[config.mk]
export PLATFORM = sky130hd
export DESIGN_NAME = mem_subsys_top
export DESIGN_NICKNAME = d
export VERILOG_FILES = /design/src/logic/axi_pkg.sv /design/src/logic/axi_lite_if.sv /design/src/logic/fetch_axi_bridge.sv /design/src/logic/lsu_axi_bridge.sv /design/src/logic/axi_crossbar.sv /design/src/logic/mem_subsys_top.sv
export VERILOG_INCLUDE_DIRS = /design/src /design/src/logic
export SDC_FILE = /design/constraint.sdc
export NUM_CORES = 1
export LEC_CHECK = 0
export BUFFER_PORTS_ARGS = -buffer_cell sky130_fd_sc_hd__buf_2
export CAP_MARGIN = 25
export CORE_AREA = 2 2 248 250
export DETAILED_ROUTE_END_ITERATION = 6
export DIE_AREA = 0 0 250 252
export HOLD_SLACK_MARGIN = 0.05
export SYNTH_ARGS = -nofsm -noshare
export SYNTH_HDL_FRONTEND = slang
export SYNTH_SLANG_ARGS = --single-unit
[constraint.sdc]
create_clock -name clk -period 13.3 [get_ports clk]
set_input_delay 0.665 -clock clk [delete_from_list [all_inputs] [get_ports clk]]
set_output_delay 0.665 -clock clk [all_outputs]
set_load 0.02 [all_outputs]
[src/logic/axi_params.svh]
`ifndef AXI_PARAMS_SVH
`define AXI_PARAMS_SVH

// bus widths shared by the whole memory subsystem
`define AXI_ADDR_W 64
`define AXI_DATA_W 64
`define AXI_ID_W   4

// master IDs seen on the shared port
`define AXI_IF_ID  0           // instruction fetch
`define AXI_LS_ID  1           // load/store unit

`endif

[src/logic/axi_pkg.sv]
`include "axi_params.svh"

package axi_pkg;

    // one bus address
    typedef logic [`AXI_ADDR_W-1:0] addr_t;

    // one data beat
    typedef logic [`AXI_DATA_W-1:0] data_t;

    typedef logic [`AXI_DATA_W/8-1:0] strb_t;      // one enable per byte lane

    typedef logic [`AXI_ID_W-1:0] id_t;            // transaction id

    typedef logic [2:0] size_t;                    // log2 of bytes per beat

endpackage

[src/logic/axi_lite_if.sv]
`timescale 1ns/1ps
`include "axi_params.svh"

interface axi_lite_if;

    logic            ar_valid;
    logic            ar_ready;
    axi_pkg::addr_t  ar_addr;
    axi_pkg::id_t    ar_id;
    axi_pkg::size_t  ar_size;

    logic            r_valid;
    logic            r_ready;
    axi_pkg::data_t  r_data;
    axi_pkg::id_t    r_id;

    logic            aw_valid;
    logic            aw_ready;
    axi_pkg::addr_t  aw_addr;
    axi_pkg::id_t    aw_id;
    axi_pkg::size_t  aw_size;

    logic            w_valid;
    logic            w_ready;
    axi_pkg::data_t  w_data;
    axi_pkg::strb_t  w_strb;

    logic            b_valid;
    logic            b_ready;
    axi_pkg::id_t    b_id;

    modport master (
        output ar_valid, ar_addr, ar_id, ar_size, r_ready,
        output aw_valid, aw_addr, aw_id, aw_size,
        output w_valid, w_data, w_strb, b_ready,
        input  ar_ready, r_valid, r_data, r_id,
        input  aw_ready, w_ready, b_valid, b_id
    );

    modport slave (
        input  ar_valid, ar_addr, ar_id, ar_size, r_ready,
        input  aw_valid, aw_addr, aw_id, aw_size,
        input  w_valid, w_data, w_strb, b_ready,
        output ar_ready, r_valid, r_data, r_id,
        output aw_ready, w_ready, b_valid, b_id
    );

endinterface

[src/logic/fetch_axi_bridge.sv]
`timescale 1ns/1ps
`include "axi_params.svh"

module fetch_axi_bridge (
    input  logic            clk,
    input  logic            arst_n_i,
    input  logic            rw_valid_i,
    input  axi_pkg::addr_t  rw_addr_i,
    output logic            rw_ready_o,
    output axi_pkg::data_t  data_read_o,
    axi_lite_if.master      axi
);

    typedef enum logic [1:0] {
        ST_IDLE,
        ST_ADDR,
        ST_DATA
    } state_t;

    state_t          state_q;
    axi_pkg::addr_t  addr_q;
    logic            start;
    logic            ar_fire;
    logic            r_fire;

    assign start   = rw_valid_i && !rw_ready_o;        // ignore request during done pulse
    assign ar_fire = axi.ar_valid && axi.ar_ready;
    assign r_fire  = axi.r_valid && axi.r_ready;

    always_ff @(posedge clk or negedge arst_n_i) begin
        if (!arst_n_i) begin
            state_q    <= ST_IDLE;
            rw_ready_o <= 1'b0;
        end else begin
            rw_ready_o <= r_fire;                      // done one cycle after R
            case (state_q)
                ST_IDLE: begin
                    if (start) begin
                        state_q <= ST_ADDR;
                    end
                end
                ST_ADDR: begin
                    if (ar_fire) begin
                        state_q <= ST_DATA;
                    end
                end
                ST_DATA: begin
                    if (r_fire) begin
                        state_q <= ST_IDLE;
                    end
                end
                default: state_q <= ST_IDLE;
            endcase
        end
    end

    always_ff @(posedge clk) begin
        if (state_q == ST_IDLE && start) begin
            addr_q <= rw_addr_i;                       // hold address for AR
        end
        if (r_fire) begin
            data_read_o <= axi.r_data;
        end
    end

    assign axi.ar_valid = (state_q == ST_ADDR);
    assign axi.ar_addr  = addr_q;
    assign axi.ar_id    = axi_pkg::id_t'(`AXI_IF_ID);
    assign axi.ar_size  = axi_pkg::size_t'($clog2(`AXI_DATA_W / 8));   // always full width
    assign axi.r_ready  = (state_q == ST_DATA);

    // address request must not be withdrawn or changed before the slave takes it
    ar_hold_a: assert property (@(posedge clk) disable iff (!arst_n_i)
        axi.ar_valid && !axi.ar_ready |=> axi.ar_valid && $stable(axi.ar_addr));

endmodule

[src/logic/lsu_axi_bridge.sv]
`timescale 1ns/1ps
`include "axi_params.svh"

module lsu_axi_bridge (
    input  logic            clk,
    input  logic            arst_n_i,
    input  logic            rd_en_i,
    input  logic            wr_en_i,
    input  axi_pkg::addr_t  addr_i,
    input  axi_pkg::data_t  wr_data_i,
    input  axi_pkg::strb_t  wr_mask_i,
    input  axi_pkg::size_t  wr_size_i,
    output logic            rd_done_o,
    output axi_pkg::data_t  rd_data_o,
    output logic            wr_ok_o,
    axi_lite_if.master      axi
);

    typedef enum logic [2:0] {
        ST_IDLE,
        ST_AR,
        ST_R,
        ST_WR,
        ST_B
    } state_t;

    state_t          state_q;
    logic            aw_sent_q;
    logic            w_sent_q;
    axi_pkg::addr_t  addr_q;
    axi_pkg::data_t  wdata_q;
    axi_pkg::strb_t  mask_q;
    axi_pkg::size_t  size_q;
    logic            busy_done;
    logic            start;
    logic            ar_fire;
    logic            r_fire;
    logic            aw_fire;
    logic            w_fire;
    logic            b_fire;

    assign busy_done = rd_done_o || wr_ok_o;           // pulse cycle, no new start
    assign start     = (rd_en_i || wr_en_i) && !busy_done;
    assign ar_fire   = axi.ar_valid && axi.ar_ready;
    assign r_fire    = axi.r_valid && axi.r_ready;
    assign aw_fire   = axi.aw_valid && axi.aw_ready;
    assign w_fire    = axi.w_valid && axi.w_ready;
    assign b_fire    = axi.b_valid && axi.b_ready;

    always_ff @(posedge clk or negedge arst_n_i) begin
        if (!arst_n_i) begin
            state_q   <= ST_IDLE;
            aw_sent_q <= 1'b0;
            w_sent_q  <= 1'b0;
            rd_done_o <= 1'b0;
            wr_ok_o   <= 1'b0;
        end else begin
            rd_done_o <= r_fire;
            wr_ok_o   <= b_fire;
            case (state_q)
                ST_IDLE: begin
                    aw_sent_q <= 1'b0;
                    w_sent_q  <= 1'b0;
                    if (start) begin
                        state_q <= wr_en_i ? ST_WR : ST_AR;   // write wins
                    end
                end
                ST_AR: begin
                    if (ar_fire) begin
                        state_q <= ST_R;
                    end
                end
                ST_R: begin
                    if (r_fire) begin
                        state_q <= ST_IDLE;
                    end
                end
                ST_WR: begin
                    if (aw_fire) begin
                        aw_sent_q <= 1'b1;
                    end
                    if (w_fire) begin
                        w_sent_q <= 1'b1;
                    end
                    if ((aw_sent_q || aw_fire) && (w_sent_q || w_fire)) begin
                        state_q <= ST_B;               // both halves accepted
                    end
                end
                ST_B: begin
                    if (b_fire) begin
                        state_q <= ST_IDLE;
                    end
                end
                default: state_q <= ST_IDLE;
            endcase
        end
    end

    always_ff @(posedge clk) begin
        if (state_q == ST_IDLE && start) begin
            addr_q  <= addr_i;
            wdata_q <= wr_data_i;
            mask_q  <= wr_mask_i;
            size_q  <= wr_size_i;
        end
        if (r_fire) begin
            rd_data_o <= axi.r_data;
        end
    end

    assign axi.ar_valid = (state_q == ST_AR);
    assign axi.ar_addr  = addr_q;
    assign axi.ar_id    = axi_pkg::id_t'(`AXI_LS_ID);
    assign axi.ar_size  = axi_pkg::size_t'($clog2(`AXI_DATA_W / 8));
    assign axi.r_ready  = (state_q == ST_R);

    assign axi.aw_valid = (state_q == ST_WR) && !aw_sent_q;
    assign axi.aw_addr  = addr_q;
    assign axi.aw_id    = axi_pkg::id_t'(`AXI_LS_ID);
    assign axi.aw_size  = size_q;
    assign axi.w_valid  = (state_q == ST_WR) && !w_sent_q;
    assign axi.w_data   = wdata_q;
    assign axi.w_strb   = mask_q;
    assign axi.b_ready  = (state_q == ST_B);

    aw_hold_a: assert property (@(posedge clk) disable iff (!arst_n_i)
        axi.aw_valid && !axi.aw_ready |=>
            axi.aw_valid && $stable(axi.aw_addr) && $stable(axi.aw_size));

    w_hold_a: assert property (@(posedge clk) disable iff (!arst_n_i)
        axi.w_valid && !axi.w_ready |=>
            axi.w_valid && $stable(axi.w_data) && $stable(axi.w_strb));

    // one transaction in flight, so completions never overlap
    done_excl_a: assert property (@(posedge clk) disable iff (!arst_n_i)
        !(rd_done_o && wr_ok_o));

endmodule

[src/logic/axi_crossbar.sv]
`timescale 1ns/1ps
`include "axi_params.svh"

module axi_crossbar (
    input  logic        clk,
    input  logic        arst_n_i,
    axi_lite_if.slave   if_bus,
    axi_lite_if.slave   ls_bus,
    axi_lite_if.master  mem_bus
);

    localparam axi_pkg::id_t IF_ID = axi_pkg::id_t'(`AXI_IF_ID);
    localparam axi_pkg::id_t LS_ID = axi_pkg::id_t'(`AXI_LS_ID);

    logic          rd_busy_q;      // one read outstanding
    logic          grant_ls_q;     // granted master, 1 = load/store
    logic          ar_pend_q;      // AR shown but not yet taken
    logic          sel_ls;
    logic          ar_fire;
    logic          r_is_if;
    logic          r_is_ls;
    logic          r_fire_gnt;
    axi_pkg::id_t  gnt_id;

    // keep the choice fixed while an AR waits, so the payload stays stable
    assign sel_ls = ar_pend_q ? grant_ls_q : ls_bus.ar_valid;
    assign gnt_id = grant_ls_q ? LS_ID : IF_ID;

    assign mem_bus.ar_valid = !rd_busy_q && (if_bus.ar_valid || ls_bus.ar_valid);
    assign mem_bus.ar_addr  = sel_ls ? ls_bus.ar_addr : if_bus.ar_addr;
    assign mem_bus.ar_size  = sel_ls ? ls_bus.ar_size : if_bus.ar_size;
    assign mem_bus.ar_id    = sel_ls ? LS_ID : IF_ID;      // master id replaces requester id
    assign ls_bus.ar_ready  = !rd_busy_q && sel_ls && mem_bus.ar_ready;
    assign if_bus.ar_ready  = !rd_busy_q && !sel_ls && mem_bus.ar_ready;

    assign ar_fire = mem_bus.ar_valid && mem_bus.ar_ready;

    // R goes back by id
    assign r_is_if = rd_busy_q && (mem_bus.r_id == IF_ID);
    assign r_is_ls = rd_busy_q && (mem_bus.r_id == LS_ID);

    assign if_bus.r_valid = mem_bus.r_valid && r_is_if;
    assign if_bus.r_data  = mem_bus.r_data;
    assign if_bus.r_id    = mem_bus.r_id;
    assign ls_bus.r_valid = mem_bus.r_valid && r_is_ls;
    assign ls_bus.r_data  = mem_bus.r_data;
    assign ls_bus.r_id    = mem_bus.r_id;
    assign mem_bus.r_ready = (r_is_if && if_bus.r_ready) || (r_is_ls && ls_bus.r_ready);

    assign r_fire_gnt = mem_bus.r_valid && mem_bus.r_ready && (mem_bus.r_id == gnt_id);

    always_ff @(posedge clk or negedge arst_n_i) begin
        if (!arst_n_i) begin
            rd_busy_q  <= 1'b0;
            grant_ls_q <= 1'b0;
            ar_pend_q  <= 1'b0;
        end else if (!rd_busy_q) begin
            if (ar_fire) begin
                rd_busy_q  <= 1'b1;
                grant_ls_q <= sel_ls;
                ar_pend_q  <= 1'b0;
            end else if (mem_bus.ar_valid) begin
                grant_ls_q <= sel_ls;                  // lock until accepted
                ar_pend_q  <= 1'b1;
            end
        end else if (r_fire_gnt) begin
            rd_busy_q <= 1'b0;                         // grant released
        end
    end

    // writes belong to the load/store master only
    assign mem_bus.aw_valid = ls_bus.aw_valid;
    assign mem_bus.aw_addr  = ls_bus.aw_addr;
    assign mem_bus.aw_id    = LS_ID;
    assign mem_bus.aw_size  = ls_bus.aw_size;
    assign ls_bus.aw_ready  = mem_bus.aw_ready;
    assign mem_bus.w_valid  = ls_bus.w_valid;
    assign mem_bus.w_data   = ls_bus.w_data;
    assign mem_bus.w_strb   = ls_bus.w_strb;
    assign ls_bus.w_ready   = mem_bus.w_ready;
    assign ls_bus.b_valid   = mem_bus.b_valid;
    assign ls_bus.b_id      = mem_bus.b_id;
    assign mem_bus.b_ready  = ls_bus.b_ready;

    // fetch side has no write path
    assign if_bus.aw_ready = 1'b0;
    assign if_bus.w_ready  = 1'b0;
    assign if_bus.b_valid  = 1'b0;
    assign if_bus.b_id     = IF_ID;

    // a response only ever answers the read this crossbar let through
    r_owner_a: assert property (@(posedge clk) disable iff (!arst_n_i)
        mem_bus.r_valid |-> rd_busy_q && (mem_bus.r_id == gnt_id));

endmodule

[src/logic/mem_subsys_top.sv]
`timescale 1ns/1ps
`include "axi_params.svh"

module mem_subsys_top (
    input  logic            clk,
    input  logic            arst_n_i,

    input  logic            if_rw_valid_i,
    input  axi_pkg::addr_t  if_rw_addr_i,
    output logic            if_rw_ready_o,
    output axi_pkg::data_t  if_data_read_o,

    input  logic            ls_rd_en_i,
    input  logic            ls_wr_en_i,
    input  axi_pkg::addr_t  ls_addr_i,
    input  axi_pkg::data_t  ls_wr_data_i,
    input  axi_pkg::strb_t  ls_wr_mask_i,
    input  axi_pkg::size_t  ls_wr_size_i,
    output logic            ls_rd_done_o,
    output axi_pkg::data_t  ls_rd_data_o,
    output logic            ls_wr_ok_o,

    input  logic            axi_ar_ready_i,
    output logic            axi_ar_valid_o,
    output axi_pkg::addr_t  axi_ar_addr_o,
    output axi_pkg::id_t    axi_ar_id_o,
    output axi_pkg::size_t  axi_ar_size_o,

    output logic            axi_r_ready_o,
    input  logic            axi_r_valid_i,
    input  axi_pkg::data_t  axi_r_data_i,
    input  axi_pkg::id_t    axi_r_id_i,

    input  logic            axi_aw_ready_i,
    output logic            axi_aw_valid_o,
    output axi_pkg::addr_t  axi_aw_addr_o,
    output axi_pkg::id_t    axi_aw_id_o,
    output axi_pkg::size_t  axi_aw_size_o,

    input  logic            axi_w_ready_i,
    output logic            axi_w_valid_o,
    output axi_pkg::data_t  axi_w_data_o,
    output axi_pkg::strb_t  axi_w_strb_o,

    output logic            axi_b_ready_o,
    input  logic            axi_b_valid_i,
    input  axi_pkg::id_t    axi_b_id_i
);

    axi_lite_if if_bus ();     // fetch, master id 0
    axi_lite_if ls_bus ();     // load/store, master id 1
    axi_lite_if mem_bus ();    // shared downstream port

    fetch_axi_bridge u_fetch_bridge (
        .clk         (clk),
        .arst_n_i    (arst_n_i),
        .rw_valid_i  (if_rw_valid_i),
        .rw_addr_i   (if_rw_addr_i),
        .rw_ready_o  (if_rw_ready_o),
        .data_read_o (if_data_read_o),
        .axi         (if_bus.master)
    );

    lsu_axi_bridge u_lsu_bridge (
        .clk       (clk),
        .arst_n_i  (arst_n_i),
        .rd_en_i   (ls_rd_en_i),
        .wr_en_i   (ls_wr_en_i),
        .addr_i    (ls_addr_i),
        .wr_data_i (ls_wr_data_i),
        .wr_mask_i (ls_wr_mask_i),
        .wr_size_i (ls_wr_size_i),
        .rd_done_o (ls_rd_done_o),
        .rd_data_o (ls_rd_data_o),
        .wr_ok_o   (ls_wr_ok_o),
        .axi       (ls_bus.master)
    );

    axi_crossbar u_crossbar (
        .clk      (clk),
        .arst_n_i (arst_n_i),
        .if_bus   (if_bus.slave),
        .ls_bus   (ls_bus.slave),
        .mem_bus  (mem_bus.master)
    );

    assign axi_ar_valid_o   = mem_bus.ar_valid;
    assign axi_ar_addr_o    = mem_bus.ar_addr;
    assign axi_ar_id_o      = mem_bus.ar_id;
    assign axi_ar_size_o    = mem_bus.ar_size;
    assign mem_bus.ar_ready = axi_ar_ready_i;

    assign axi_r_ready_o    = mem_bus.r_ready;
    assign mem_bus.r_valid  = axi_r_valid_i;
    assign mem_bus.r_data   = axi_r_data_i;
    assign mem_bus.r_id     = axi_r_id_i;

    assign axi_aw_valid_o   = mem_bus.aw_valid;
    assign axi_aw_addr_o    = mem_bus.aw_addr;
    assign axi_aw_id_o      = mem_bus.aw_id;
    assign axi_aw_size_o    = mem_bus.aw_size;
    assign mem_bus.aw_ready = axi_aw_ready_i;

    assign axi_w_valid_o    = mem_bus.w_valid;
    assign axi_w_data_o     = mem_bus.w_data;
    assign axi_w_strb_o     = mem_bus.w_strb;
    assign mem_bus.w_ready  = axi_w_ready_i;

    assign axi_b_ready_o    = mem_bus.b_ready;
    assign mem_bus.b_valid  = axi_b_valid_i;
    assign mem_bus.b_id     = axi_b_id_i;

endmodule

==> summary.md, run 1 <==
| Metric | Value |
|---|---|
| Area after DPL | `about 0.016 sq mm` |
| Worst hold slack | `285 ps` |
| Rows | `90` |
| GRT Residual Overflow | `0` |
| Final WL | `about 36 mm` |
| Slowest stage delay, CP | `680 ps` |
| Io pins | `about 640` |
| Largest net degree at the start of global routing | `73` |
| Commonest non-fill, non-tap cell in the layout | `buf_2` |
| Starting Density | `0.192` |
| Syn avg cell area | `about 24 sq um` |
| Total CTS buffers | `39` |
| Reg-to-Reg Start | `u_lsu_bridge.state_q[0]` |
| Fin crit share | `0.325` |
| Fmax | `0.231 GHz` |
| Total track usage | `0.107` |
| Synth warn | `0` |
| Tightest Pin Transition | `between 900 and 1000 ps` |
| Total chip power | `roughly 3.2 mW` |
| Clk_skew | `22.0 ps` |
| Hold path cells | `1` |
| Antenna-violating nets left | `0` |
| Clock sink total | `roughly 340` |
| Clk_lat worst skew | `540 ps` |
| Final Util | `0.279` |
| Fraction of registers with async set/reset | `0.0378` |
| CTS tree | `built` |
| Mapped cell area | `between 0.01 and 0.015 sq mm` |
| Slew headroom | `0.350` |
| Flops & latches, synth | `344` |
| Sequential element share of the synthesized area | `0.890` |
| Core area | `between 0.06 and 0.07 sq mm` |
| Cell Chain, Critical Path | `or3b_1 > o21ai_4 > buf_4 > mux2_1 > buf_2` |
| Reg2reg setup slack | `about 10000 ps` |
| CP max FO | `49` |
| Crit. End Element | `primary output` |
| H-tree lvl count | `2` |
| Die width | `~250 um` |
| Nets | `1432` |
| Worst setup slack after placement | `between 9000 and 10000 ps` |
| Initial antenna violation count | `6` |
| Pre-Repair DR Iteration Count | `4` |
| Detailed placement HPWL | `about 27 mm` |
| First DRT Iteration DRCs | `between 300 and 400` |
| Gates resized, CTS repair | `0` |
| First-pass GRT wire length | `roughly 50 mm` |
| Leak | `about 6.7 nW` |
| GPL Wtd Cong | `between 0.8 and 0.9` |
| VDD IR max | `a little under 0.0001 V` |
| EDFF count, synth | `between 300 and 400` |
| Pins over their slew limit | `0` |
| R2r worst-path depth | `4` |
| WL per Instance | `~18 um` |
| Commonest non-fill, non-tap cells in the layout | `620 x buf_2, 331 x edfxtp_1, 49 x mux2_2, 40 x clkbuf_16, 16 x mux2_1` |
| Clock root buffer | `clkbuf_16` |
| Top_reg_cell synth | `edfxtp_1` |
| Area growth syn-to-layout | `45.5%` |
| Residual DRC | `0` |
| Clock-pin slew on the worst setup and hold paths | `~60 ps` |
| Outcome | `finished clean` |
| DR vias | `roughly 7300` |
| Max Cap Viol | `0` |
| Synth Instances | `a little under 500` |
| IO Port Bufs | `620` |
| Slowest stage cell, crit path | `o21ai_4` |
| Post-CTS setup buffer count | `0` |
| Worst reg2reg path endpoint | `u_lsu_bridge.axi.ar_addr[19]` |
| Final setup vio count | `0` |
| WP data required | `roughly 13000 ps` |
| Hold EP | `u_lsu_bridge.axi.w_data[28]` |
| Placed Cells incl. Taps | `around 1900` |
| Vias in the first global route | `roughly 7600` |
| CP Launch Type | `flip-flop` |
| Post-route cell area | `between 0.015 and 0.02 sq mm` |
| Unrepaired setup endpoints after global routing | `false` |
| DR vias/cell | `3.74` |
| TNS Setup | `0 ps` |
| Post-route worst setup slack | `8980 ps` |
| Non-filler cells, final | `about 2000` |
| Fin. Hold Viols | `0` |
| Worst path arrival time | `3660 ps` |
| Share of cells above drive strength 1 | `0.628` |
| Die Height | `between 200 and 300 um` |
| Power per cell area | `191 mW/mm^2` |
| Unique masters post-synth | `36` |
| Die Footprint | `approximately 0.063 sq mm` |
| Hold Path Class | `in2reg` |
| Crit path time final | `roughly 4300 ps` |
| Hold_sp | `ls_wr_data_i[28]` |
| Crit path kind | `reg2out` |
| CTS max path bufs | `3` |
## sequential cells by signal (all words and copies together), names as in the netlist
signal / count
u_crossbar.ar_pend_q: 1
u_crossbar.grant_ls_q: 1
u_crossbar.rd_busy_q: 1
u_fetch_bridge.axi.ar_addr: 64
u_fetch_bridge.data_read_o: 64
u_fetch_bridge.rw_ready_o: 1
u_fetch_bridge.state_q: 2
u_lsu_bridge.aw_sent_q: 1
u_lsu_bridge.axi.ar_addr: 64
u_lsu_bridge.axi.aw_size: 3
u_lsu_bridge.axi.w_data: 64
u_lsu_bridge.axi.w_strb: 8
u_lsu_bridge.rd_data_o: 64
u_lsu_bridge.rd_done_o: 1
u_lsu_bridge.state_q: 3
u_lsu_bridge.w_sent_q: 1
u_lsu_bridge.wr_ok_o: 1
## power by group
group | leakage, nW | switching (mW) | internal [mW] | total (mW)
logic | 2.93 | 0.508 | 0.248 | 0.756
registers | 3.18 | 0.0680 | 1.39 | 1.45
clock network | 0.570 | 0.423 | 0.575 | 0.998
## routing by layer
layer / wire length [um] / vias to the layer above / track usage
met5: 21 / - / 0
met4: 1230 / 4 / 0.0457
met3: 4120 / 53 / 0.0500
met2: 17500 / 462 / 0.183
met1: 12700 / 3551 / 0.112
li1: - / 3252 / -
## synth_stat cells, drive strengths merged, types with 2 or more instances
cell type  count  area (sq um)
o22ai          2          12.5
nand3          2          10.0
o32a           2          20.0
buf           18           146
a21o           4          30.0
a22o           2          17.5
o31ai          2          15.0
mux2          65           732
nor3b          2          15.0
nor4b          2          17.5
nand2b         2          12.5
a21oi          2          10.0
inv            4          15.0
dfrtp         13           325
and3           3          18.8
conb           2          7.51
nor2b          3          18.8
edfxtp       331          9940
nor2           7          26.3
a31oi          2          12.5
o21ai          3          26.3
nand2          4          15.0
## what timing repair did
item	CTS	global route
endpoints found under the hold margin	13	0
hold buffers	1	0
endpoints found under the setup margin	0	0
## critical path, delay by kind of cell, from the launching register on
family,cells,cell delay (ps)
buf+inv,2,860
compound gates,1,680
simple gates,1,510
flops,1,500
mux,1,450
## cell families (layout without fill, tap and decap cells)
logic type | after synthesis | in the layout | synth area share
other cells | 2 | 14 | 0.000651
buf+inv | 23 | 701 | 0.0143
compound gates | 23 | 23 | 0.0153
flops | 344 | 344 | 0.890
simple gates | 29 | 29 | 0.0142
xor+xnor | 1 | 1 | 0.000760
mux | 66 | 66 | 0.0644
## worst max path at each step
stage          slack, ps                     endpoint                     from
6_report            8980            axi_ar_addr_o[13]  u_lsu_bridge.state_q[1]
5_1_grt             8770            axi_ar_addr_o[13]  u_lsu_bridge.state_q[1]
4_1_cts             8830             axi_ar_addr_o[9]  u_lsu_bridge.state_q[1]
3_5_place_dp        9440            axi_ar_addr_o[28]  u_lsu_bridge.state_q[1]
3_3_place_gp        9470             axi_ar_addr_o[9]  u_lsu_bridge.state_q[1]
2_1_floorplan       2290  u_lsu_bridge.axi.ar_addr[0]  u_lsu_bridge.state_q[0]
## area by class of cell
type	instances	area, sq um
repair buffers	629	3170
fillers	6071	43400
well taps	782	978
clock buffers	52	1050
clock inverters	16	133
flip-flops and latches	344	10300
inverters	4	15.0
multi-input cells	129	1150
diodes	4	10.0
No activity file was read; power rests on OpenSTA's default activity.
==> inputs of run 2 (changes only) <==
--- a/config.mk
+++ b/config.mk
@@ -8,9 +8,9 @@
 export LEC_CHECK = 0
 export BUFFER_PORTS_ARGS = -buffer_cell sky130_fd_sc_hd__buf_2
 export CAP_MARGIN = 25
-export CORE_AREA = 2 2 248 250
+export CORE_AREA = 2 2 246 248
 export DETAILED_ROUTE_END_ITERATION = 6
-export DIE_AREA = 0 0 250 252
+export DIE_AREA = 0 0 248 250
 export HOLD_SLACK_MARGIN = 0.05
 export SYNTH_ARGS = -nofsm -noshare
 export SYNTH_HDL_FRONTEND = slang
==> constraint.sdc (replaced) <==
create_clock -name clk -period 3.85 [get_ports clk]
set_input_delay 0.1925 -clock clk [delete_from_list [all_inputs] [get_ports clk]]
set_output_delay 0.1925 -clock clk [all_outputs]
set_load 0.02 [all_outputs]
==> run 2 against run 1 <==
Combinational power grew to 3.9 times the previous value; first-iteration DRC count grew 7.1%; critical path type unchanged; routed wire length grew 6.6%; die area shrank 1.6%; sequential share of layout area shrank 9.0 points; worst hold slack lost 200 ps; critical path depth is the same; largest cell class unchanged; largest power group unchanged; power grew to 3.6 times the previous value; count of clock-buffer cells in the layout shrank 9; register-to-register slack lost 8800 ps.
==> summary.md, run 2 (synthesized netlist as in run 1, its figures left out) <==
| Metric | Value |
|---|---|
| Die Height | `250 um (was 252 um)` |
| Crit path depth | `5 (unchanged)` |
| Clock root buffer | `clkbuf_16 (unchanged)` |
| Worst reg2reg path endpoint | `u_fetch_bridge.data_read_o[49] (was u_lsu_bridge.axi.ar_addr[19])` |
| Residual DRC | `0 (unchanged)` |
| Slowest stage delay, CP | `700 ps (was 680 ps)` |
| Clock-pin slew on the worst setup and hold paths | `60 ps (about the same)` |
| Unrepaired setup endpoints after global routing | `false (unchanged)` |
| Total chip power | `11.4 mW (was 3.21 mW)` |
| Antenna-violating nets left | `0 (unchanged)` |
| Detailed placement HPWL | `25.6 mm (was 27.1 mm)` |
| Initial antenna violation count | `4 (was 6)` |
| CP max FO | `18 (was 49)` |
| Starting Density | `0.194 (was 0.192)` |
| IO Port Bufs | `620 (unchanged)` |
| Outcome | `finished clean (unchanged)` |
| Crit path kind | `reg2out (unchanged)` |
| Rows | `90 (unchanged)` |
| Net Switching | `3.50 mW (was 999 uW)` |
| Nets | `1713 (was 1432)` |
| GPL Wtd Cong | `0.869 (was 0.836)` |
| Comb power frac | `0.259 (was 0.236)` |
| Vias in the first global route | `8957 (was 7631)` |
| CP top delay family | `compound AO/OA/AOI/OAI gates (was buffers and inverters)` |
| Fin crit share | `0.861` |
| Slew headroom | `0.382 (was 0.350)` |
| Share of cells above drive strength 1 | `0.513 (was 0.628)` |
| WP data required | `3660 ps (was 12640 ps)` |
| Area growth syn-to-layout | `70.4% (was 45.5%)` |
| Ant diodes | `0 (was 4)` |
| Hold Path Class | `in2async (was in2reg)` |
| Clk_lat worst skew | `540 ps (about the same)` |
| R2r worst-path depth | `3 (was 4)` |
| CTS max path bufs | `3 (unchanged)` |
| DR vias | `8389 (was 7322)` |
| Clk_skew | `18.2 ps (was 22.0 ps)` |
| Leak | `7.88 nW (was 6.68 nW)` |
| CP Launch Type | `flip-flop (unchanged)` |
| Largest net degree at the start of global routing | `110 (was 73)` |
| WL per Instance | `17.0 um (was 18.1 um)` |
| Int Pwr | `7.93 mW (was 2.21 mW)` |
| Non-filler cells, final | `2235 (was 1960)` |
| Post-CTS setup buffer count | `0 (unchanged)` |
| CTS tree | `built (unchanged)` |
| VDD IR max | `0.000400 V (was 0.0000988 V)` |
| GRT Residual Overflow | `0 (unchanged)` |
| Fin. Hold Viols | `0 (unchanged)` |
| Reg2reg setup slack | `1500 ps (was 10320 ps)` |
| DR vias/cell | `3.75 (was 3.74)` |
| First DRT Iteration DRCs | `360 (was 336)` |
| Pre-Repair DR Iteration Count | `4 (unchanged)` |
| Setup crit end | `axi_ar_addr_o[29] (was axi_ar_addr_o[13])` |
| Placed Cells incl. Taps | `1894 (was 1887)` |
| Crit path buffers/inverters | `2 (unchanged)` |
| Final Util | `0.330 (was 0.279)` |
| Total track usage | `0.113 (was 0.107)` |
| Worst path arrival time | `3120 ps (was 3660 ps)` |
| Crit path time final | `approximately 3300 ps` |
| Clock Power Share | `0.301 (was 0.311)` |
| Reg power frac | `0.441 (was 0.453)` |
| First-pass GRT wire length | `52.7 mm (was 49.6 mm)` |
| Final setup vio count | `0 (unchanged)` |
| Io pins | `635 (unchanged)` |
| Crit path from | `u_lsu_bridge.state_q[1] (unchanged)` |
| Commonest non-fill, non-tap cells in the layout | `620 x buf_2, 331 x edfxtp_1, 277 x dlygate4sd3_1, 49 x mux2_2, 38 x clkbuf_16 (was 620 x buf_2, 331 x edfxtp_1, 49 x mux2_2, 40 x clkbuf_16, 16 x mux2_1)` |
| Core area | `0.0596 sq mm (was 0.0601 sq mm)` |
| Commonest non-fill, non-tap cell in the layout | `buf_2 (unchanged)` |
| Tightest Pin Transition | `927 ps (was 976 ps)` |
| Fmax | `between 0.3 and 0.4 GHz` |
| Crit. End Element | `primary output (unchanged)` |
| Worst hold slack | `86.9 ps (was 285 ps)` |
| H-tree lvl count | `2 (unchanged)` |
| Sw frac | `0.306 (was 0.312)` |
| Die Footprint | `0.0620 sq mm (was 0.0630 sq mm)` |
| Slowest stage cell, crit path | `o21ai_4 (unchanged)` |
| Clock sink total | `344 (unchanged)` |
| Total CTS buffers | `37 (was 39)` |
| Die width | `248 um (was 250 um)` |
| Pins over their slew limit | `0 (unchanged)` |
| Final WL | `37.9 mm (was 35.6 mm)` |
| Cell Chain, Critical Path | `or3b_1 > o21ai_4 > buf_4 > mux2_2 > buf_2 (was or3b_1 > o21ai_4 > buf_4 > mux2_1 > buf_2)` |
| Power per cell area | `582 mW/mm^2 (was 191 mW/mm^2)` |
| Max Cap Viol | `0 (unchanged)` |
| Reg-to-Reg Start | `u_crossbar.rd_busy_q (was u_lsu_bridge.state_q[0])` |
[run 2: repair_timing]
item,CTS,global route
hold buffers,277,0
endpoints found under the hold margin,352,0
resized for setup,0,0
[run 2: layer usage]
metal	global-route usage	wire length (um)	vias up
li1	-	-	3805
met1	0.118	13700	4002
met2	0.206	19100	495
met3	0.0430	4100	79
met4	0.0380	1010	8
met5	0	48	-
[run 2: final cells by class]
type                            instances  area (sq um)
Fill cell                            5702         39900
Clock buffer                           43           970
Tap cell                              782           978
Inverter                                4          15.0
Multi-Input combinational cell        129          1180
Sequential cell                       344         10300
Timing Repair Buffer                  912          6050
Clock inverter                         21           186
[run 2: worst reg2reg max path: stages, from the launching register on]
cell and delay (ps):
dfrtp_1 410, nor4b_1 520, and3_2 280, buf_4 660
[run 2: worst min path at each step]
stage	cells past startpoint	slack [ps]	startpoint	end
after floorplan	0	-100	arst_n_i	u_crossbar.ar_pend_q
after global placement	1	90	arst_n_i	u_lsu_bridge.w_sent_q
after detailed placement	1	100	arst_n_i	u_lsu_bridge.w_sent_q
after CTS	2	50	arst_n_i	u_fetch_bridge.state_q[0]
after global routing	2	70	arst_n_i	u_fetch_bridge.state_q[0]
final	2	90	arst_n_i	u_fetch_bridge.state_q[0]
[run 2: power by group through the flow]
stage	clock, mW	sequential [mW]	combinational (mW)
CTS	3.54	5.04	2.98
global placement	0	5.08	2.70
finish	3.44	5.04	2.96
detailed placement	0	5.11	2.73
floorplan	0	5.55	1.19
global route	3.68	5.08	3.14
[run 2: per-stage QoR]
| step | cell area (sq um) | setup WS, ps | setup TNS [ps] |
|---|---|---|---|
| 3_3_place_gp | 15700 | 1110 | 0 |
| 3_5_place_dp | 15700 | 1060 | 0 |
| 5_1_grt | 19600 | 425 | 0 |
| 6_report | 19600 | 535 | 0 |
| 2_1_floorplan | 11600 | -574 | -79790 |
| 4_1_cts | 19600 | 476 | 0 |
